`config.mk`:
```
export PLATFORM = sky130hd
export DESIGN_NAME = decode_stage_top
export DESIGN_NICKNAME = d
export VERILOG_FILES = /design/src/rv64_decode_pkg.sv /design/src/decode_stage_top.sv /design/src/decode_serializer.sv /design/src/instr_decoder.sv /design/src/fetch_packet_capture.sv
export SDC_FILE = /design/constraint.sdc
export NUM_CORES = 1
export LEC_CHECK = 0
export ABC_AREA = 0
export ABC_CLOCK_PERIOD_IN_PS = 6400
export BUFFER_PORTS_ARGS = -buffer_cell sky130_fd_sc_hd__buf_2
export CORE_ASPECT_RATIO = 1.2
export CORE_UTILIZATION = 45
export DETAILED_ROUTE_END_ITERATION = 8
export GPL_ROUTABILITY_DRIVEN = 0
export PLACE_DENSITY = 0.73
export SYNTH_ARGS = -nofsm -noshare
export SYNTH_HDL_FRONTEND = slang
export SYNTH_SLANG_ARGS = --single-unit
export TNS_END_PERCENT = 20
```
`constraint.sdc`:
```
create_clock -name clk -period 6.4 [get_ports clk]
set_input_delay 0.64 -clock clk [delete_from_list [all_inputs] [get_ports clk]]
set_output_delay 0.64 -clock clk [all_outputs]
set_load 0.05 [all_outputs]
```
`src/rv64_decode_pkg.sv`:
```
package rv64_decode_pkg;

    localparam int instr_width = 32;

    typedef struct packed {
        logic [6:0] funct7;
        logic [4:0] rs2;
        logic [4:0] rs1;
        logic [2:0] funct3;
        logic [4:0] rd;
        logic [6:0] opcode;
    } rv64_instr_s;

    // Major opcodes
    localparam logic [6:0] op_op        = 7'b0110011;
    localparam logic [6:0] op_32_op     = 7'b0111011;
    localparam logic [6:0] op_imm_op    = 7'b0010011;
    localparam logic [6:0] op_imm_32_op = 7'b0011011;
    localparam logic [6:0] lui_op       = 7'b0110111;
    localparam logic [6:0] auipc_op     = 7'b0010111;
    localparam logic [6:0] jal_op       = 7'b1101111;
    localparam logic [6:0] jalr_op      = 7'b1100111;
    localparam logic [6:0] branch_op    = 7'b1100011;
    localparam logic [6:0] load_op      = 7'b0000011;
    localparam logic [6:0] store_op     = 7'b0100011;
    localparam logic [6:0] misc_mem_op  = 7'b0001111;
    localparam logic [6:0] system_op    = 7'b1110011;
    localparam logic [6:0] amo_op       = 7'b0101111;

    localparam logic [6:0] f7_base        = 7'b0000000;
    localparam logic [6:0] f7_alt         = 7'b0100000;
    localparam logic [6:0] f7_muldiv      = 7'b0000001;
    localparam logic [6:0] f7_sfence_vma  = 7'b0001001;

    // Sub and sra reuse the add and srl codes
    localparam logic [2:0] f3_add  = 3'b000;
    localparam logic [2:0] f3_sll  = 3'b001;
    localparam logic [2:0] f3_slt  = 3'b010;
    localparam logic [2:0] f3_sltu = 3'b011;
    localparam logic [2:0] f3_xor  = 3'b100;
    localparam logic [2:0] f3_srl  = 3'b101;
    localparam logic [2:0] f3_or   = 3'b110;
    localparam logic [2:0] f3_and  = 3'b111;

    localparam logic [2:0] f3_mul  = 3'b000;
    localparam logic [2:0] f3_div  = 3'b100;
    localparam logic [2:0] f3_divu = 3'b101;
    localparam logic [2:0] f3_rem  = 3'b110;
    localparam logic [2:0] f3_remu = 3'b111;

    localparam logic [2:0] f3_jalr = 3'b000;
    localparam logic [2:0] f3_beq  = 3'b000;
    localparam logic [2:0] f3_bne  = 3'b001;
    localparam logic [2:0] f3_blt  = 3'b100;
    localparam logic [2:0] f3_bge  = 3'b101;
    localparam logic [2:0] f3_bltu = 3'b110;
    localparam logic [2:0] f3_bgeu = 3'b111;

    localparam logic [2:0] f3_lb  = 3'b000;
    localparam logic [2:0] f3_lh  = 3'b001;
    localparam logic [2:0] f3_lw  = 3'b010;
    localparam logic [2:0] f3_ld  = 3'b011;
    localparam logic [2:0] f3_lbu = 3'b100;
    localparam logic [2:0] f3_lhu = 3'b101;
    localparam logic [2:0] f3_lwu = 3'b110;
    localparam logic [2:0] f3_sb  = 3'b000;
    localparam logic [2:0] f3_sh  = 3'b001;
    localparam logic [2:0] f3_sw  = 3'b010;
    localparam logic [2:0] f3_sd  = 3'b011;

    localparam logic [2:0] f3_fence   = 3'b000;
    localparam logic [2:0] f3_fence_i = 3'b001;

    localparam logic [2:0] f3_priv   = 3'b000;
    localparam logic [2:0] f3_csrrw  = 3'b001;
    localparam logic [2:0] f3_csrrs  = 3'b010;
    localparam logic [2:0] f3_csrrc  = 3'b011;
    localparam logic [2:0] f3_csrrwi = 3'b101;
    localparam logic [2:0] f3_csrrsi = 3'b110;
    localparam logic [2:0] f3_csrrci = 3'b111;

    // Privileged instructions with no free fields
    localparam logic [instr_width-1:0] ecall_instr  = 32'h0000_0073;
    localparam logic [instr_width-1:0] ebreak_instr = 32'h0010_0073;
    localparam logic [instr_width-1:0] dret_instr   = 32'h7b20_0073;
    localparam logic [instr_width-1:0] mret_instr   = 32'h3020_0073;
    localparam logic [instr_width-1:0] sret_instr   = 32'h1020_0073;
    localparam logic [instr_width-1:0] wfi_instr    = 32'h1050_0073;

    typedef enum logic [1:0] {
        e_instr_access_fault = 2'd0,
        e_instr_page_fault   = 2'd1,
        e_itlb_miss          = 2'd2
    } fe_exc_e;

    typedef struct packed {
        rv64_instr_s instr;
        logic        exc_v;
        fe_exc_e     exc_code;
    } fetch_entry_s;

    // Upper bits name the pipe group
    typedef enum logic [5:0] {
        e_int_op_add = 6'h00, e_int_op_sub = 6'h01, e_int_op_sll = 6'h02,
        e_int_op_srl = 6'h03, e_int_op_sra = 6'h04, e_int_op_slt = 6'h05,
        e_int_op_sltu = 6'h06, e_int_op_xor = 6'h07, e_int_op_or = 6'h08,
        e_int_op_and = 6'h09, e_int_op_pass_src2 = 6'h0a,
        e_mul_op_mul = 6'h10, e_mul_op_div = 6'h11, e_mul_op_divu = 6'h12,
        e_mul_op_rem = 6'h13, e_mul_op_remu = 6'h14,
        e_ctrl_op_jal = 6'h18, e_ctrl_op_jalr = 6'h19, e_ctrl_op_beq = 6'h1a,
        e_ctrl_op_bne = 6'h1b, e_ctrl_op_blt = 6'h1c, e_ctrl_op_bge = 6'h1d,
        e_ctrl_op_bltu = 6'h1e, e_ctrl_op_bgeu = 6'h1f,
        e_lb = 6'h20, e_lh = 6'h21, e_lw = 6'h22, e_lbu = 6'h23, e_lhu = 6'h24,
        e_lwu = 6'h25, e_ld = 6'h26, e_sb = 6'h28, e_sh = 6'h29, e_sw = 6'h2a,
        e_sd = 6'h2b, e_fencei = 6'h2f,
        e_ecall = 6'h30, e_ebreak = 6'h31, e_dret = 6'h32, e_mret = 6'h33,
        e_sret = 6'h34, e_wfi = 6'h35, e_sfence_vma = 6'h36,
        e_csrrw = 6'h38, e_csrrs = 6'h39, e_csrrc = 6'h3a,
        e_csrrwi = 6'h3b, e_csrrsi = 6'h3c, e_csrrci = 6'h3d
    } fu_op_e;

    typedef enum logic {
        e_src1_is_rs1 = 1'b0,
        e_src1_is_pc  = 1'b1
    } src1_e;

    typedef enum logic {
        e_src2_is_rs2 = 1'b0,
        e_src2_is_imm = 1'b1
    } src2_e;

    typedef enum logic {
        e_baddr_is_pc  = 1'b0,
        e_baddr_is_rs1 = 1'b1
    } baddr_e;

    typedef struct packed {
        logic ctrl_v;
        logic int_v;
        logic mem_v;
        logic mul_v;
        logic long_v;
        logic sys_v;
    } pipe_sel_s;

    typedef struct packed {
        logic       instr_v;
        pipe_sel_s  pipe_sel;
        logic       irf_w_v;
        logic       dcache_r_v;
        logic       dcache_w_v;
        logic       csr_r_v;
        logic       csr_w_v;
        logic       mem_v;
        logic       csr_v;
        logic       serial_v;
        logic       opw_v;
        fu_op_e     fu_op;
        src1_e      src1_sel;
        src2_e      src2_sel;
        baddr_e     baddr_sel;
        logic       illegal_instr;
        logic       instr_access_fault;
        logic       instr_page_fault;
        logic       itlb_miss;
        logic [2:0] pad;
    } decode_s;

endpackage
```
`src/decode_stage_top.sv`:
```
`timescale 1ns/100ps

module decode_stage_top
    import rv64_decode_pkg::*;
#(
    parameter int lanes_p = 4
) (
    input  logic         clk,
    input  logic         rst_n,
    input  logic         in_req,
    input  fetch_entry_s in_pkt [lanes_p],
    output logic         in_ack,
    output logic         out_req,
    output decode_s      out_dec,
    input  logic         out_ack
);

    fetch_entry_s pkt [lanes_p];
    logic         pkt_v;
    logic         take;
    decode_s      lane_dec [lanes_p];

    fetch_packet_capture #(
        .lanes_p (lanes_p)
    ) u_fetch_packet_capture (
        .clk    (clk),
        .rst_n  (rst_n),
        .in_req (in_req),
        .in_pkt (in_pkt),
        .take   (take),
        .in_ack (in_ack),
        .pkt    (pkt),
        .pkt_v  (pkt_v)
    );

    for (genvar i = 0; i < lanes_p; i++) begin : g_lane
        instr_decoder u_instr_decoder (
            .clk      (clk),
            .rst_n    (rst_n),
            .entry    (pkt[i]),
            .take     (take),
            .lane_dec (lane_dec[i])
        );
    end

    decode_serializer #(
        .lanes_p (lanes_p)
    ) u_decode_serializer (
        .clk      (clk),
        .rst_n    (rst_n),
        .pkt_v    (pkt_v),
        .lane_dec (lane_dec),
        .out_ack  (out_ack),
        .take     (take),
        .out_req  (out_req),
        .out_dec  (out_dec)
    );

endmodule

```
`src/decode_serializer.sv`:
```
`timescale 1ns/100ps

module decode_serializer
    import rv64_decode_pkg::*;
#(
    parameter int lanes_p = 4
) (
    input  logic    clk,
    input  logic    rst_n,
    input  logic    pkt_v,
    input  decode_s lane_dec [lanes_p],
    input  logic    out_ack,
    output logic    take,
    output logic    out_req,
    output decode_s out_dec
);

    localparam int cnt_w = (lanes_p > 1) ? $clog2(lanes_p) : 1;

    logic             full;
    logic [cnt_w-1:0] lane;
    logic             last_lane;
    logic             lane_done;

    assign last_lane = (lane == cnt_w'(lanes_p - 1));

    // Req dropped and ack back low for the current lane
    assign lane_done = full && !out_req && !out_ack;

    // Reload as the last lane returns, so packets follow back to back
    assign take    = pkt_v && (!full || (lane_done && last_lane));
    assign out_dec = lane_dec[lane];

    always_ff @(posedge clk or negedge rst_n) begin
        if (!rst_n) begin
            full    <= 1'b0;
            lane    <= '0;
            out_req <= 1'b0;
        end else if (take) begin
            full    <= 1'b1;
            lane    <= '0;
            out_req <= 1'b1;
        end else if (out_req && out_ack) begin
            out_req <= 1'b0;
        end else if (lane_done) begin
            if (last_lane) begin
                full <= 1'b0;
            end else begin
                lane    <= lane + 1'b1;
                out_req <= 1'b1;
            end
        end
    end

endmodule

```
`src/instr_decoder.sv`:
```
`timescale 1ns/100ps

module instr_decoder
    import rv64_decode_pkg::*;
(
    input  logic         clk,
    input  logic         rst_n,
    input  fetch_entry_s entry,
    input  logic         take,
    output decode_s      lane_dec
);

    rv64_instr_s instr;
    decode_s     dec;
    logic        illegal;
    logic        is_w;
    logic        w_bad;
    logic [6:0]  shift_f7;

    assign instr = entry.instr;
    assign is_w  = (instr.opcode == op_32_op) || (instr.opcode == op_imm_32_op);

    // W forms keep only add/sub and the shifts
    assign w_bad = is_w && !(instr.funct3 inside {f3_add, f3_sll, f3_srl});

    // RV64 shift immediates take a 6-bit shamt, so funct7[0] is shamt[5]
    assign shift_f7 = is_w ? instr.funct7 : {instr.funct7[6:1], 1'b0};

    always_comb begin
        dec         = '0;
        dec.instr_v = 1'b1;
        illegal     = 1'b0;

        unique case (instr.opcode)
            op_op, op_32_op: begin
                dec.opw_v    = is_w;
                dec.src1_sel = e_src1_is_rs1;
                dec.src2_sel = e_src2_is_rs2;
                unique case (instr.funct7)
                    f7_base: begin
                        dec.pipe_sel.int_v = 1'b1;
                        illegal            = w_bad;
                        unique case (instr.funct3)
                            f3_add:  dec.fu_op = e_int_op_add;
                            f3_sll:  dec.fu_op = e_int_op_sll;
                            f3_slt:  dec.fu_op = e_int_op_slt;
                            f3_sltu: dec.fu_op = e_int_op_sltu;
                            f3_xor:  dec.fu_op = e_int_op_xor;
                            f3_srl:  dec.fu_op = e_int_op_srl;
                            f3_or:   dec.fu_op = e_int_op_or;
                            f3_and:  dec.fu_op = e_int_op_and;
                        endcase
                    end
                    f7_alt: begin
                        dec.pipe_sel.int_v = 1'b1;
                        if (instr.funct3 == f3_add) begin
                            dec.fu_op = e_int_op_sub;
                        end else if (instr.funct3 == f3_srl) begin
                            dec.fu_op = e_int_op_sra;
                        end else begin
                            illegal = 1'b1;
                        end
                    end
                    f7_muldiv: begin
                        // Divide and remainder go to the long-latency pipe
                        if (instr.funct3 == f3_mul) begin
                            dec.pipe_sel.mul_v = 1'b1;
                        end else begin
                            dec.pipe_sel.long_v = 1'b1;
                        end
                        unique case (instr.funct3)
                            f3_mul:  dec.fu_op = e_mul_op_mul;
                            f3_div:  dec.fu_op = e_mul_op_div;
                            f3_divu: dec.fu_op = e_mul_op_divu;
                            f3_rem:  dec.fu_op = e_mul_op_rem;
                            f3_remu: dec.fu_op = e_mul_op_remu;
                            default: illegal = 1'b1;
                        endcase
                    end
                    default: illegal = 1'b1;
                endcase
                // Long ops write back out of band
                dec.irf_w_v = ~dec.pipe_sel.long_v;
            end
            op_imm_op, op_imm_32_op: begin
                dec.pipe_sel.int_v = 1'b1;
                dec.irf_w_v        = 1'b1;
                dec.opw_v          = is_w;
                dec.src1_sel       = e_src1_is_rs1;
                dec.src2_sel       = e_src2_is_imm;
                illegal            = w_bad;
                unique case (instr.funct3)
                    f3_add:  dec.fu_op = e_int_op_add;
                    f3_slt:  dec.fu_op = e_int_op_slt;
                    f3_sltu: dec.fu_op = e_int_op_sltu;
                    f3_xor:  dec.fu_op = e_int_op_xor;
                    f3_or:   dec.fu_op = e_int_op_or;
                    f3_and:  dec.fu_op = e_int_op_and;
                    f3_sll: begin
                        dec.fu_op = e_int_op_sll;
                        if (shift_f7 != f7_base) begin
                            illegal = 1'b1;
                        end
                    end
                    f3_srl: begin
                        if (shift_f7 == f7_base) begin
                            dec.fu_op = e_int_op_srl;
                        end else if (shift_f7 == f7_alt) begin
                            dec.fu_op = e_int_op_sra;
                        end else begin
                            illegal = 1'b1;
                        end
                    end
                endcase
            end
            lui_op: begin
                dec.pipe_sel.int_v = 1'b1;
                dec.irf_w_v        = 1'b1;
                dec.fu_op          = e_int_op_pass_src2;
                dec.src2_sel       = e_src2_is_imm;
            end
            auipc_op: begin
                dec.pipe_sel.int_v = 1'b1;
                dec.irf_w_v        = 1'b1;
                dec.fu_op          = e_int_op_add;
                dec.src1_sel       = e_src1_is_pc;
                dec.src2_sel       = e_src2_is_imm;
            end
            jal_op: begin
                dec.pipe_sel.ctrl_v = 1'b1;
                dec.irf_w_v         = 1'b1;
                dec.fu_op           = e_ctrl_op_jal;
                dec.baddr_sel       = e_baddr_is_pc;
            end
            jalr_op: begin
                dec.pipe_sel.ctrl_v = 1'b1;
                dec.irf_w_v         = 1'b1;
                dec.fu_op           = e_ctrl_op_jalr;
                dec.baddr_sel       = e_baddr_is_rs1;
                illegal             = (instr.funct3 != f3_jalr);
            end
            branch_op: begin
                dec.pipe_sel.ctrl_v = 1'b1;
                dec.baddr_sel       = e_baddr_is_pc;
                unique case (instr.funct3)
                    f3_beq:  dec.fu_op = e_ctrl_op_beq;
                    f3_bne:  dec.fu_op = e_ctrl_op_bne;
                    f3_blt:  dec.fu_op = e_ctrl_op_blt;
                    f3_bge:  dec.fu_op = e_ctrl_op_bge;
                    f3_bltu: dec.fu_op = e_ctrl_op_bltu;
                    f3_bgeu: dec.fu_op = e_ctrl_op_bgeu;
                    default: illegal = 1'b1;
                endcase
            end
            load_op: begin
                dec.pipe_sel.mem_v = 1'b1;
                dec.irf_w_v        = 1'b1;
                dec.dcache_r_v     = 1'b1;
                dec.mem_v          = 1'b1;
                unique case (instr.funct3)
                    f3_lb:   dec.fu_op = e_lb;
                    f3_lh:   dec.fu_op = e_lh;
                    f3_lw:   dec.fu_op = e_lw;
                    f3_ld:   dec.fu_op = e_ld;
                    f3_lbu:  dec.fu_op = e_lbu;
                    f3_lhu:  dec.fu_op = e_lhu;
                    f3_lwu:  dec.fu_op = e_lwu;
                    default: illegal = 1'b1;
                endcase
            end
            store_op: begin
                dec.pipe_sel.mem_v = 1'b1;
                dec.dcache_w_v     = 1'b1;
                dec.mem_v          = 1'b1;
                unique case (instr.funct3)
                    f3_sb:   dec.fu_op = e_sb;
                    f3_sh:   dec.fu_op = e_sh;
                    f3_sw:   dec.fu_op = e_sw;
                    f3_sd:   dec.fu_op = e_sd;
                    default: illegal = 1'b1;
                endcase
            end
            misc_mem_op: begin
                if (instr.funct3 == f3_fence) begin
                    // Memory is already ordered in this core
                    dec = '0;
                end else if (instr.funct3 == f3_fence_i) begin
                    dec.pipe_sel.mem_v = 1'b1;
                    dec.dcache_w_v     = 1'b1;
                    dec.serial_v       = 1'b1;
                    dec.fu_op          = e_fencei;
                end else begin
                    illegal = 1'b1;
                end
            end
            system_op: begin
                dec.pipe_sel.sys_v = 1'b1;
                dec.csr_v          = 1'b1;
                dec.serial_v       = 1'b1;
                if (instr.funct3 == f3_priv) begin
                    if (instr == ecall_instr) begin
                        dec.fu_op = e_ecall;
                    end else if (instr == ebreak_instr) begin
                        dec.fu_op = e_ebreak;
                    end else if (instr == dret_instr) begin
                        dec.fu_op = e_dret;
                    end else if (instr == mret_instr) begin
                        dec.fu_op = e_mret;
                    end else if (instr == sret_instr) begin
                        dec.fu_op = e_sret;
                    end else if (instr == wfi_instr) begin
                        dec.fu_op = e_wfi;
                    end else if (instr.funct7 == f7_sfence_vma && instr.rd == '0) begin
                        dec.fu_op = e_sfence_vma;
                    end else begin
                        illegal = 1'b1;
                    end
                end else begin
                    dec.irf_w_v = 1'b1;
                    dec.csr_r_v = 1'b1;
                    dec.csr_w_v = 1'b1;
                    unique case (instr.funct3)
                        f3_csrrw:  dec.fu_op = e_csrrw;
                        f3_csrrs:  dec.fu_op = e_csrrs;
                        f3_csrrc:  dec.fu_op = e_csrrc;
                        f3_csrrwi: dec.fu_op = e_csrrwi;
                        f3_csrrsi: dec.fu_op = e_csrrsi;
                        f3_csrrci: dec.fu_op = e_csrrci;
                        default:   illegal = 1'b1;
                    endcase
                end
            end
            // No atomics in this core
            amo_op:  illegal = 1'b1;
            default: illegal = 1'b1;
        endcase

        // Front-end faults win over anything decoded
        if (entry.exc_v) begin
            dec = '0;
            case (entry.exc_code)
                e_instr_access_fault: dec.instr_access_fault = 1'b1;
                e_instr_page_fault:   dec.instr_page_fault   = 1'b1;
                e_itlb_miss:          dec.itlb_miss          = 1'b1;
            endcase
        end else if (illegal) begin
            dec               = '0;
            dec.illegal_instr = 1'b1;
        end
    end

    always_ff @(posedge clk or negedge rst_n) begin
        if (!rst_n) begin
            lane_dec <= '0;
        end else if (take) begin
            lane_dec <= dec;
        end
    end

endmodule

```
`src/fetch_packet_capture.sv`:
```
`timescale 1ns/100ps

module fetch_packet_capture
    import rv64_decode_pkg::*;
#(
    parameter int lanes_p = 4
) (
    input  logic         clk,
    input  logic         rst_n,
    input  logic         in_req,
    input  fetch_entry_s in_pkt [lanes_p],
    input  logic         take,
    output logic         in_ack,
    output fetch_entry_s pkt [lanes_p],
    output logic         pkt_v
);

    logic accept;

    // Fresh request, last ack returned and the holding slot free
    assign accept = in_req && !in_ack && !pkt_v;

    always_ff @(posedge clk or negedge rst_n) begin
        if (!rst_n) begin
            in_ack <= 1'b0;
            pkt_v  <= 1'b0;
        end else if (accept) begin
            in_ack <= 1'b1;
            pkt_v  <= 1'b1;
        end else begin
            if (!in_req) begin
                in_ack <= 1'b0;
            end
            if (take) begin
                pkt_v <= 1'b0;
            end
        end
    end

    always_ff @(posedge clk) begin
        if (accept) begin
            pkt <= in_pkt;
        end
    end

endmodule

```
### Yosys cells after proc, flatten, opt, wreduce, memory -nomap -nowiden

Memory sizes are Yosys's and may differ from the RTL's. A register that Yosys moved wholly into a read port is not among the register bits.
Index checks and enable logic that the tools add are counted.

* bits of input ports: 144
* flip-flop bits (word level): 274
* bits in read-only memories: 128
* output and inout port bits: 34
* memories: 4
* word-level logic and storage cells: 732

Memories
* (no name shown): depth 8, width 4, read ports 1, clocked after memory_dff 1, write ports 0, RTL line instr_decoder.sv:43 `unique case (instr.funct3)`
* (no name shown): depth 8, width 4, read ports 1, clocked after memory_dff 1, write ports 0, RTL line instr_decoder.sv:43
* (no name shown): depth 8, width 4, read ports 1, clocked after memory_dff 1, write ports 0, RTL line instr_decoder.sv:43
* (no name shown): depth 8, width 4, read ports 1, clocked after memory_dff 1, write ports 0, RTL line instr_decoder.sv:43

* $add $sub $neg: 1
* reduce and logical (&&, ||, !) cells: 124
* mux-type cells: 327
* equal/unequal tests: 133
* bitwise operators: 5
* order comparisons: 1

Operators with widths (number)
* $mux W32: 10
* $mux W6: 48
* $eq A32 B29 Y1 const B: 8
* $pmux W6 S10: 4
* $pmux W6 S8: 4
* $eq A7 B6 Y1 const B: 24
* $pmux W6 S7: 4
* $mux W1: 160
* $pmux W6 S6: 4
* $eq A32 B21 Y1 const B: 4
* $eq A32 B30 Y1 const B: 4
* $eq A32 B31 Y1 const B: 4
* $eq A32 B7 Y1 const B: 4
* $pmux W5 S6: 4
* $eq A7 B7 Y1 const B: 16
* $pmux W5 S5: 4
* $pmux W6 S4: 4
* $eq A7 B5 Y1 const B: 12
* $pmux W6 S3: 4
* $bmux W32 S2: 1
* $eq A7 B4 Y1 const B: 8
* $logic_not A7 Y1: 8
* $reduce_or A7 Y1: 8
* $eq A3 B3 Y1 const B: 16
* other kinds (35): 224

### Longest topological paths before layout

Gate-level depths: netlist of run 1.

* word-level depth: 13
* depth in mapped cells: 11
* mapped depth without buffers: 9

### By module

Synthesis of run 1 repeated with hierarchy kept, for this count alone.

* cell total of the unflattened synthesis: 1323
* area, all modules: 14425.1 um^2

By module, submodules not included
* instr_decoder at g_lane[1].u_instr_decoder ...: instances 3, cells each 268, seq. area each 700.7 um^2, area each 2233.4 um^2
* fetch_packet_capture: instances 1, cells each 147, seq. area each 4254.1 um^2, area each 4289.1 um^2
* instr_decoder at g_lane[0].u_instr_decoder: instances 1, cells each 309, seq. area each 700.7 um^2, area each 2372.3 um^2
* decode_serializer: instances 1, cells each 63, seq. area each 100.1 um^2, area each 1063.5 um^2

### Worst setup path after synthesis of run 1

Ideal clock, no wire load.

* path type: reg2reg
* start point: register u_fetch_packet_capture.in_ack
* end point: register, netlist name u_fetch_packet_capture.pkt[0]
* data required time: 5840 ps
* library setup time: 560 ps
* period minus slack after synthesis: 5701 ps
* slack: 699 ps
* arrival: 5142 ps
* cell stages (with the launch flop): 3
* buffers on the path: 1
* cell sequence: dfrtp_1 nor3b_1 clkbuf_1

* longest elaborated chain between the ends: 3

Ends and longest elaborated chain
* from (decl): RTL line fetch_packet_capture.sv:13 `output logic in_ack,`
* from (signal assigned): RTL line fetch_packet_capture.sv:25 `in_ack <= 1'b0;`
* from (signal assigned): RTL line fetch_packet_capture.sv:28 `in_ack <= 1'b1;`
* from (signal assigned): RTL line fetch_packet_capture.sv:32 `in_ack <= 1'b0;`
* $logic_not A1 Y1: RTL line fetch_packet_capture.sv:21 `assign accept = in_req && !in_ack && !pkt_v;`
* $logic_and A1 B1 Y1 (2 in a row): RTL line fetch_packet_capture.sv:21
* via u_fetch_packet_capture.accept: RTL line fetch_packet_capture.sv:18 `logic accept;`

The timed path passes the listed nets, and every way through them passes these cells.
A chain may end at the register's enable or synchronous reset.

### Final worst setup path of run 1

* start point: register u_decode_serializer.lane[1]
* end point: register, netlist name g_lane[2].u_instr_decoder.lane_dec[15]

* longest elaborated chain between the ends: 4

Ends and longest elaborated chain
* from (decl): RTL line decode_serializer.sv:21 `logic [cnt_w-1:0] lane;`
* from (signal assigned): RTL line decode_serializer.sv:49 `lane <= lane + 1'b1;`
* $eq A2 B2 Y1: RTL line decode_serializer.sv:25 `assign last_lane = (lane == cnt_w'(lanes_p - 1));`
* $logic_and A1 B1 Y1: RTL line decode_serializer.sv:31 `assign take = pkt_v && (!full || (lane_done && last_lane));`
* $logic_or A1 B1 Y1: RTL line decode_serializer.sv:31
* $logic_and A1 B1 Y1: RTL line decode_serializer.sv:31

Every way passes these cells.

==> flow_results.org, run 1 <==
** Timing
- For this run, the top clock speed supported by timing is around 260 MHz.
- Min cycle time layout :: about 3800 ps
- Setup violations remaining at the end of the flow were counted as 0.
- Setup repair after global routing left no endpoint under its margin.
- At the pin with the least slew margin, the transition time is around 1100 ps.
- Post-route clock period utilization :: 59.7%
- The number of hold violations in the final report was 0.
- Final worst hold slack :: 148 ps
- Final Max Tran Viols :: 0
- For the final routed database, the setup TNS stands at 0 ps.
- After layout, the worst setup slack is 2580 ps.
- Clock skew :: 14.7 ps
- Relative slew slack :: 24.5%

** Min path
- The path class of the tightest hold or removal check is input port to asynchronous set/reset pin.

** Routing
- The detailed router finished its first iteration with 1949 violations.
- Residual antenna-violating net count after detailed routing :: 0
- After detailed routing, the average wire length per cell comes to 20.0 µm.
- Before antenna repair, the detailed router went through 7 iterations.
- Dividing the detail-routed via count by the number of cells gives 6.25.
- For this block, the via count after detailed routing is between 10000 and 15000.
- After detailed routing, the number of remaining DRC violations is 0.
- Wirelength, routed :: 41700 µm

** Die
- Core Rows :: 73
- 178 I/O pins were placed.
- Die boundary height :: 202 µm
- Floorplan die area :: 34200 µm²
- Once the floorplan was initialized, standard cells occupied 45.5% of the core.
- Measured along the x axis, the die boundary spans approximately 170 µm.
- After floorplanning, the core was sized to cover 33100 µm².

** Finish
- The area growth from synthesis to layout is 13.9%.
- Finished layout cell area :: 17200 µm²
- Final design utilization :: 51.9%
- The net count of the finished layout is about 1800.
- Non-filler cells, final :: 2086
- Layout cells sized above 1 :: 17.9%
- The library cell used most frequently in the layout, excluding fill and tap cells, is sky130_fd_sc_hd__nand2_1.
- Most used cells in the layout excluding fill and tap cells :: sky130_fd_sc_hd__nand2_1 (185), sky130_fd_sc_hd__buf_2 (173), sky130_fd_sc_hd__edfxtp_1 (140)

** Pwr
- Summing internal, switching and leakage power gives 4.89 mW.
- Peak ir drop on the vdd network :: 0.258 mV
- Areal power density over the cells :: between 200 and 300 nW/µm²
- Static Leak :: 6.51 nW

** Placement
- After detailed placement, the design holds a cell count of 2032.
- After legalization and detailed placement, the total HPWL measured 30000 µm.
- The placed instances occupy a cell area of 16200 µm².
- Count of buffers inserted at the top-level ports :: 174
- OpenSTA, run right after detailed placement, puts the worst setup slack at approximately 2600 ps.

** Yosys
- Async S/R FF share, synth :: 43.1%
- EDFF count, synth :: 140
- Synthesis produced a netlist whose cell count is 1498.
- Sequential-to-total area share from yosys stat :: 49.7%
- After synthesis, the mean cell area works out to 10.0 µm².
- Area contributors post-synth :: sky130_fd_sc_hd__edfxtp_1 (28%), sky130_fd_sc_hd__dfrtp_1 (20%), sky130_fd_sc_hd__nand2_1 (4.6%), sky130_fd_sc_hd__mux4_2 (4.2%), sky130_fd_sc_hd__o21ai_0 (3.4%)
- Synth area leader :: sky130_fd_sc_hd__edfxtp_1
- #FFs+latches synth :: 274
- Synthesized cell area :: 15100 µm²
- The synthesized design devotes to its leading area cell type 27.9% of total area.
- The number of different library cells used by synthesis comes to between 90 and 100.
- Commonest register cell after synthesis :: sky130_fd_sc_hd__edfxtp_1
- Yosys warnings :: 0

** Setup path
- On the worst path, the slowest cell contributes a delay of 1090 ps.
- At the worst endpoint, the required time is 6870 ps.
- The worst setup path is captured at a flop.
- Worst path bufs/invs :: 0
- Broken down by cell family, the worst path's largest delay share belongs to simple AND/OR/NAND/NOR gates.
- STA classifies the critical path startpoint as a flop.
- Data arrival time at the worst-slack endpoint :: 4290 ps
- The worst register-to-register path begins at u_decode_serializer.lane[1]$_DFFE_PN0P_.
- CP Depth :: 7
- Cells along the critical path :: ha_1 -> a21bo_2 -> nand2_4 -> a2111oi_0 -> and3b_1 -> nand2_1 -> o21ai_0
- Worst setup path start :: u_decode_serializer.lane[1]$_DFFE_PN0P_
- CP max FO :: 86
- The largest individual stage delay along the critical path comes from the cell sky130_fd_sc_hd__dfrtp_1.
- For the worst flop-to-flop path, the logic depth is 7.
- The critical path in this run is classified as flop to flop.

** Global route
- Global routing finished with a remaining overflow of 0.
- Number of antenna violations at the first check in global routing :: 3
- Entering global routing, the biggest net connects around 170 pins.
- Total routing resource utilization after global routing :: 24.4%
- First-pass GRT wire length :: 65800 µm
- The number of global-route vias before repair is 12100.

** Clock network
- TritonCTS built the clock tree.
- CTS built an H-tree with a depth of 1.
- Hold-fix buffer count after cts :: 0
- Skew-Pair Late Insertion Delay :: about 570 ps
- For this design, the sink count on the clock tree is 274.
- TritonCTS created 29 clock buffers.
- Post-CTS setup buffer count :: 0
- After clock tree synthesis, the clock-pin slew on the worst setup and hold paths is 60 ps.
- Count of instances resized after the clock tree is built :: 0
- The clock passes through at most 3 buffers.
- Cell at the root of the clock tree :: sky130_fd_sc_hd__clkbuf_16

** Status
- The run finished with clean final reports.

** Flow run
- MaxCap Viol Count :: 0
## metal layers
| layer | track usage, % | up-vias | share of wire [%] |
|---|---|---|---|
| met4 | 12.2 | 0 | 5.2 |
| met1 | 31.9 | 6135 | 39 |
| li1 | - | 5969 | - |
| met3 | 4.11 | 150 | 9.2 |
| met2 | 39.0 | 777 | 46 |
| met5 | 0 | - | 0 |
## logic make-up (layout without fill, tap and decap cells)
| logic type | count (synthesis) | after routing | synth area share [%] |
|---|---|---|---|
| buffers and inverters | 129 | 264 | 3.36 |
| flip-flops | 274 | 274 | 49.7 |
| other | 1 | 4 | 0.0249 |
| adder cells (fa/ha/maj) | 7 | 7 | 0.565 |
| XOR/XNOR | 13 | 13 | 0.757 |
| AND/OR/NAND/NOR | 625 | 625 | 22.0 |
| multiplexers | 37 | 37 | 4.81 |
| AO/OA/AOI/OAI | 412 | 412 | 18.8 |
## synth_stat cells (9+ instances only)
| cell type | instances |
|---|---|
| sky130_fd_sc_hd__a21oi_1 | 70 |
| sky130_fd_sc_hd__a31oi_1 | 17 |
| sky130_fd_sc_hd__or2_2 | 9 |
| sky130_fd_sc_hd__nor2b_1 | 38 |
| sky130_fd_sc_hd__a22o_1 | 21 |
| sky130_fd_sc_hd__xnor2_1 | 9 |
| sky130_fd_sc_hd__edfxtp_1 | 140 |
| sky130_fd_sc_hd__a211oi_1 | 15 |
| sky130_fd_sc_hd__dfxtp_1 | 16 |
| sky130_fd_sc_hd__a32o_1 | 15 |
| sky130_fd_sc_hd__nor4_1 | 16 |
| sky130_fd_sc_hd__and2_1 | 12 |
| sky130_fd_sc_hd__o21ai_0 | 103 |
| sky130_fd_sc_hd__mux4_2 | 28 |
| sky130_fd_sc_hd__or3_1 | 13 |
| sky130_fd_sc_hd__nand2b_1 | 25 |
| sky130_fd_sc_hd__o21ai_1 | 17 |
| sky130_fd_sc_hd__clkbuf_1 | 76 |
| sky130_fd_sc_hd__and3b_1 | 9 |
| sky130_fd_sc_hd__or4_1 | 15 |
| sky130_fd_sc_hd__nor3_1 | 45 |
| sky130_fd_sc_hd__buf_1 | 14 |
| sky130_fd_sc_hd__inv_1 | 30 |
| sky130_fd_sc_hd__nand3_1 | 37 |
| sky130_fd_sc_hd__dfrtp_1 | 118 |
| sky130_fd_sc_hd__nor2_1 | 110 |
| sky130_fd_sc_hd__and3_1 | 15 |
| sky130_fd_sc_hd__nand3b_1 | 11 |
| sky130_fd_sc_hd__nand4_1 | 22 |
| sky130_fd_sc_hd__a2111oi_0 | 9 |
| sky130_fd_sc_hd__nor3b_1 | 13 |
| sky130_fd_sc_hd__nand2_1 | 186 |
| sky130_fd_sc_hd__o31ai_1 | 18 |
## report_power, final
part	switching (mW)	total [mW]	leakage (nW)	internal, mW
Sequential	0.299	2.39	3.03	2.09
Combinational	0.477	0.800	2.99	0.323
Clock	0.697	1.70	0.478	1.00
Total	1.47	4.89	6.51	3.42
## cell type report
type	instances	area (µm²)
multi-input cells	1097	7090
diodes	1	2.50
flip-flops and latches	274	7480
well taps	450	563
repair buffers	181	938
inverters	30	113
clock inverters	14	121
fillers	3032	15900
clock buffers	39	846
## flip-flops by register name, summed over array words and instances (netlist names), named ones only
signal and count:
u_decode_serializer.out_req 1, u_fetch_packet_capture.pkt_v 1, g_lane.u_instr_decoder.lane_dec 112, u_decode_serializer.lane 2, u_decode_serializer.full 1, u_fetch_packet_capture.pkt 140, u_fetch_packet_capture.in_ack 1
## final timing paths
path	end	slack, ps
worst min register to register	g_lane[3].u_instr_decoder.lane_dec[3]$_DFFE_PN0P_	470
worst min-delay path	u_fetch_packet_capture.in_ack$_DFFE_PN0P_	150
max in group asynchronous	g_lane[1].u_instr_decoder.lane_dec[17]$_DFFE_PN0P_	5050
min in group clk	u_fetch_packet_capture.pkt[109]$_DFFE_PP_	250
worst max register to register	g_lane[2].u_instr_decoder.lane_dec[15]$_DFFE_PN0P_	2580
worst max-delay path	g_lane[2].u_instr_decoder.lane_dec[15]$_DFFE_PN0P_	2580
## worst register-to-register path: stages (launching register included)
cell                        delay [ps]
sky130_fd_sc_hd__dfrtp_1          1090
sky130_fd_sc_hd__ha_1              340
sky130_fd_sc_hd__a21bo_2           200
sky130_fd_sc_hd__nand2_4           440
sky130_fd_sc_hd__a2111oi_0         710
sky130_fd_sc_hd__and3b_1           530
sky130_fd_sc_hd__nand2_1           170
sky130_fd_sc_hd__o21ai_0           240
No activity file was read; power rests on OpenSTA's default activity.
==> run 2, diff against run 1 <==
--- a/config.mk
+++ b/config.mk
@@ -6,7 +6,7 @@
 export NUM_CORES = 1
 export LEC_CHECK = 0
 export ABC_AREA = 0
-export ABC_CLOCK_PERIOD_IN_PS = 6400
+export ABC_CLOCK_PERIOD_IN_PS = 4000
 export BUFFER_PORTS_ARGS = -buffer_cell sky130_fd_sc_hd__buf_2
 export CORE_ASPECT_RATIO = 1.2
 export CORE_UTILIZATION = 45
==> constraint.sdc (replaced) <==
create_clock -name clk -period 4 [get_ports clk]
set_input_delay 0.4 -clock clk [delete_from_list [all_inputs] [get_ports clk]]
set_output_delay 0.4 -clock clk [all_outputs]
set_load 0.05 [all_outputs]
==> flow_results.org, run 2 (synthesized netlist as in run 1, its figures left out) <==
** Status
- Run status :: finished, violations left
- The final reports fail on negative hold slack.

** Finish
- Area occupied by multi-input gates :: 7090 µm² (unchanged)
- The flip-flop count of the largest register after layout is 140 (unchanged).
- Leaving out fill and tap cells, the most frequent cell in the layout is sky130_fd_sc_hd__nand2_1.
- Most flops, register :: u_fetch_packet_capture.pkt
- The net total in the final layout was 1891 (+7.3%).
- Finished layout cell area :: 18400 µm² (+7.3%)
- Final design utilization :: 55.6% (+3.8 points)
- Most used cells in the layout excluding fill and tap cells :: sky130_fd_sc_hd__nand2_1 (185), sky130_fd_sc_hd__buf_2 (173), sky130_fd_sc_hd__edfxtp_1 (140)
- Area growth from synthesis to layout :: 22.2%
- Largest registers ranked by flip-flop count :: u_fetch_packet_capture.pkt (140), g_lane.u_instr_decoder.lane_dec (112), u_decode_serializer.lane (2)
- The share of cells above drive strength 1 came to 17.6% (-0.34 points).
- The total of fill cells in the finished design came to 2881 (-5.0%).
- The register area is 7480 µm² (unchanged).

** Pwr
- The worst-case vdd ir drop was 0.398 mV (+54%).
- Static Leak :: 7.05 nW (+8.3%)
- The power per unit of standard cell area came to 435 nW/µm² (+52%).

** Timing
- Post-route clock period utilization :: 86.8% (+27 points)
- The final count of pins violating max slew came to 0 (unchanged).
- Peak clock frequency supported by timing :: 288 MHz (+9.9%)
- Unrepaired setup endpoints after global routing :: no
- The final period demand of the worst path came to 3470 ps (-345 ps).
- The relative slew slack is 31.7% (+7.2 points).
- Finish-stage setup viols :: 0 (unchanged)
- Total Negative Setup Slacks :: 0 ps (unchanged)
- The worst setup skew after layout was 21.6 ps (+6.92 ps).
- The slew at the pin with the worst max-slew slack is 1020 ps (-108 ps).
- Final worst hold slack :: -7.23 ps (-155 ps)
- Hold violation total from the final report :: 2 (+2)

** Die
- The placeable core area was 33100 µm² (unchanged).
- The area of the die came to 34200 µm² (unchanged).
- Horizontal die dimension :: 169 µm (unchanged)
- Die boundary height :: 202 µm (unchanged)
- Core Rows :: 73 (unchanged)
- The number of top-level pins is 178 (unchanged).
- Initial cell density of the core :: 45.5% (unchanged)

** Clock network
- The CTS clock-pin slew for the worst setup and hold paths is 70 ps (about the same).
- TritonCTS built the clock tree.
- Number of clock sinks seen by CTS :: 274 (unchanged)
- Count of instances resized after the clock tree is built :: 0 (unchanged)
- The insertion delay to the later sink of the worst-skew pair is 570 ps (about the same).
- Post-CTS setup buffer count :: 0 (unchanged)
- Cell at the root of the clock tree :: sky130_fd_sc_hd__clkbuf_16
- The buffer levels on the longest clock path is 3 (unchanged).
- Hold-fix buffer count after cts :: 110 (+110)
- The number of H-tree levels came to 1 (unchanged).
- The number of buffers inserted during clock tree synthesis is 29 (unchanged).

** Global route
- The overall overflow remaining after global route was 0 (unchanged).
- The wire length of the first global-routing pass came to 69600 µm (+5.8%).
- The initial antenna violation count came to 1 (-2).
- The global router's overall resource usage is 25.6% (+1.3 points).
- Maximum number of pins on one net before global-route repair :: 94 (-46%)
- Global-route track usage on met2 :: 43.3% (+4.3 points)
- The global-route met1 utilization is 32.1% (+0.23 points).
- The global routing stage identified its most utilized layer as met2.
- The global routing usage on met3 was 4.62% (+0.51 points).
- The number of global-route vias before repair came to 13200 (+9.0%).

** Routing
- The routed via count divided by cell count is 6.15 (-1.5%).
- The total via count after detailed routing came to 13600 (+4.5%).
- Residual DRC :: 0 (unchanged)
- The first-iteration detailed-routing DRC count came to 1916 (-1.7%).
- The final wirelength is 44200 µm (+5.9%).
- First-pass DRT Iterations :: 9 (+2)
- Routed length per instance :: 20.0 µm (-0.20%)
- The final antenna-violating net count was 0 (unchanged).

** Setup path
- Cells along the critical path :: nor3_2 -> nand3_1 -> o41ai_1 -> nor3_1 -> nor4_4 -> nand2_2 -> o31ai_1
- CP max stage delay :: 860 ps (-230 ps)
- Type of the worst setup path :: flop to flop
- The highest net fanout along the worst path was 13 (-85%).
- Data required time at the worst endpoint :: 4460 ps (-2410 ps)
- The startpoint identified for the worst register-to-register timing path is u_fetch_packet_capture.pkt[86]$_DFFE_PP_.
- Sort of element at the end of the critical path :: flop
- STA classifies the critical path startpoint as a flop.
- The most critical setup path has its startpoint at u_fetch_packet_capture.pkt[86]$_DFFE_PP_.
- Data arrival time at the worst-slack endpoint :: 3940 ps (-350 ps)
- Cell at the slowest stage of the critical path :: sky130_fd_sc_hd__o41ai_1

** Flow run
- MaxCap Viol Count :: 0 (unchanged)

** Min path
- The worst hold path belongs to the class input port to asynchronous set/reset pin.

** Placement
- The sum of net half-perimeters after detailed placement is 30500 µm (+1.9%).
- Instance area after placement :: 16300 µm² (+0.87%)
- The number of buffers added on ports was 174 (unchanged).
-- run 2: cell types whose count changed in the layout (fill, tap and decap cells not counted), sizes merged, moves of 2 or more --
cell	before	now
bufinv	2	4
inv	30	33
dlygate4sd3	0	111
clkbuf	39	33
buf	181	198
clkinvlp	1	3
-- run 2: stage by stage --
step | std cells | power, mW | hold slack (ps) | setup slack (ps)
global placement | 2049 | 5.15 | 447 | 801
CTS | 2212 | 8.02 | 0.338 | 635
floorplan | 1500 | 4.72 | 104 | 466
finish | 2214 | 8.00 | -7.23 | 527
detailed placement | 2049 | 5.18 | 462 | 632
global route | 2213 | 8.33 | 2.00 | 362
-- run 2: final cells by class --
| type | instances | area share (%) |
|---|---|---|
| flip-flops and latches | 274 | 40.6 |
| clock buffers | 33 | 4.08 |
| clock inverters | 20 | 1.16 |
| repair buffers | 309 | 11.9 |
| multi-input cells | 1097 | 38.5 |
| diodes | 1 | 0.0136 |
| well taps | 450 | 3.06 |
| inverters | 30 | 0.612 |
-- run 2: worst paths after layout --
kind | depth (start not counted) | to | slack (ps)
max reg2reg | 7 | g_lane[1].u_instr_decoder.lane_dec[27]$_DFFE_PN0P_ | 530
min reg2reg | 2 | g_lane[3].u_instr_decoder.lane_dec[5]$_DFFE_PN0P_ | 480
max | 7 | g_lane[1].u_instr_decoder.lane_dec[27]$_DFFE_PN0P_ | 530
min | 1 | g_lane[3].u_instr_decoder.lane_dec[5]$_DFFE_PN0P_ | -7
max in group asynchronous | 2 | g_lane[0].u_instr_decoder.lane_dec[14]$_DFFE_PN0P_ | 3200
min in group clk | 1 | u_fetch_packet_capture.pkt[81]$_DFFE_PP_ | 20
-- run 2: worst max-delay path: cells and delay by family, from the launching register on --
| kind | cells | cell delay, ps |
|---|---|---|
| AO/OA/AOI/OAI | 2 | 1140 |
| flip-flops | 1 | 400 |
| AND/OR/NAND/NOR | 5 | 1830 |
-- run 2: layer usage --
layer | wire (µm) | part of all wire (%)
met1 | 16900 | 38
met2 | 21200 | 48
met3 | 4000 | 9.1
met4 | 2100 | 4.8
met5 | 0 | 0
-- run 2: power breakdown --
| group | total [mW] | internal (mW) | switching, mW |
|---|---|---|---|
| sequential | 3.66 | 3.35 | 0.310 |
| combinational | 1.58 | 0.614 | 0.971 |
| clock | 2.75 | 1.61 | 1.14 |
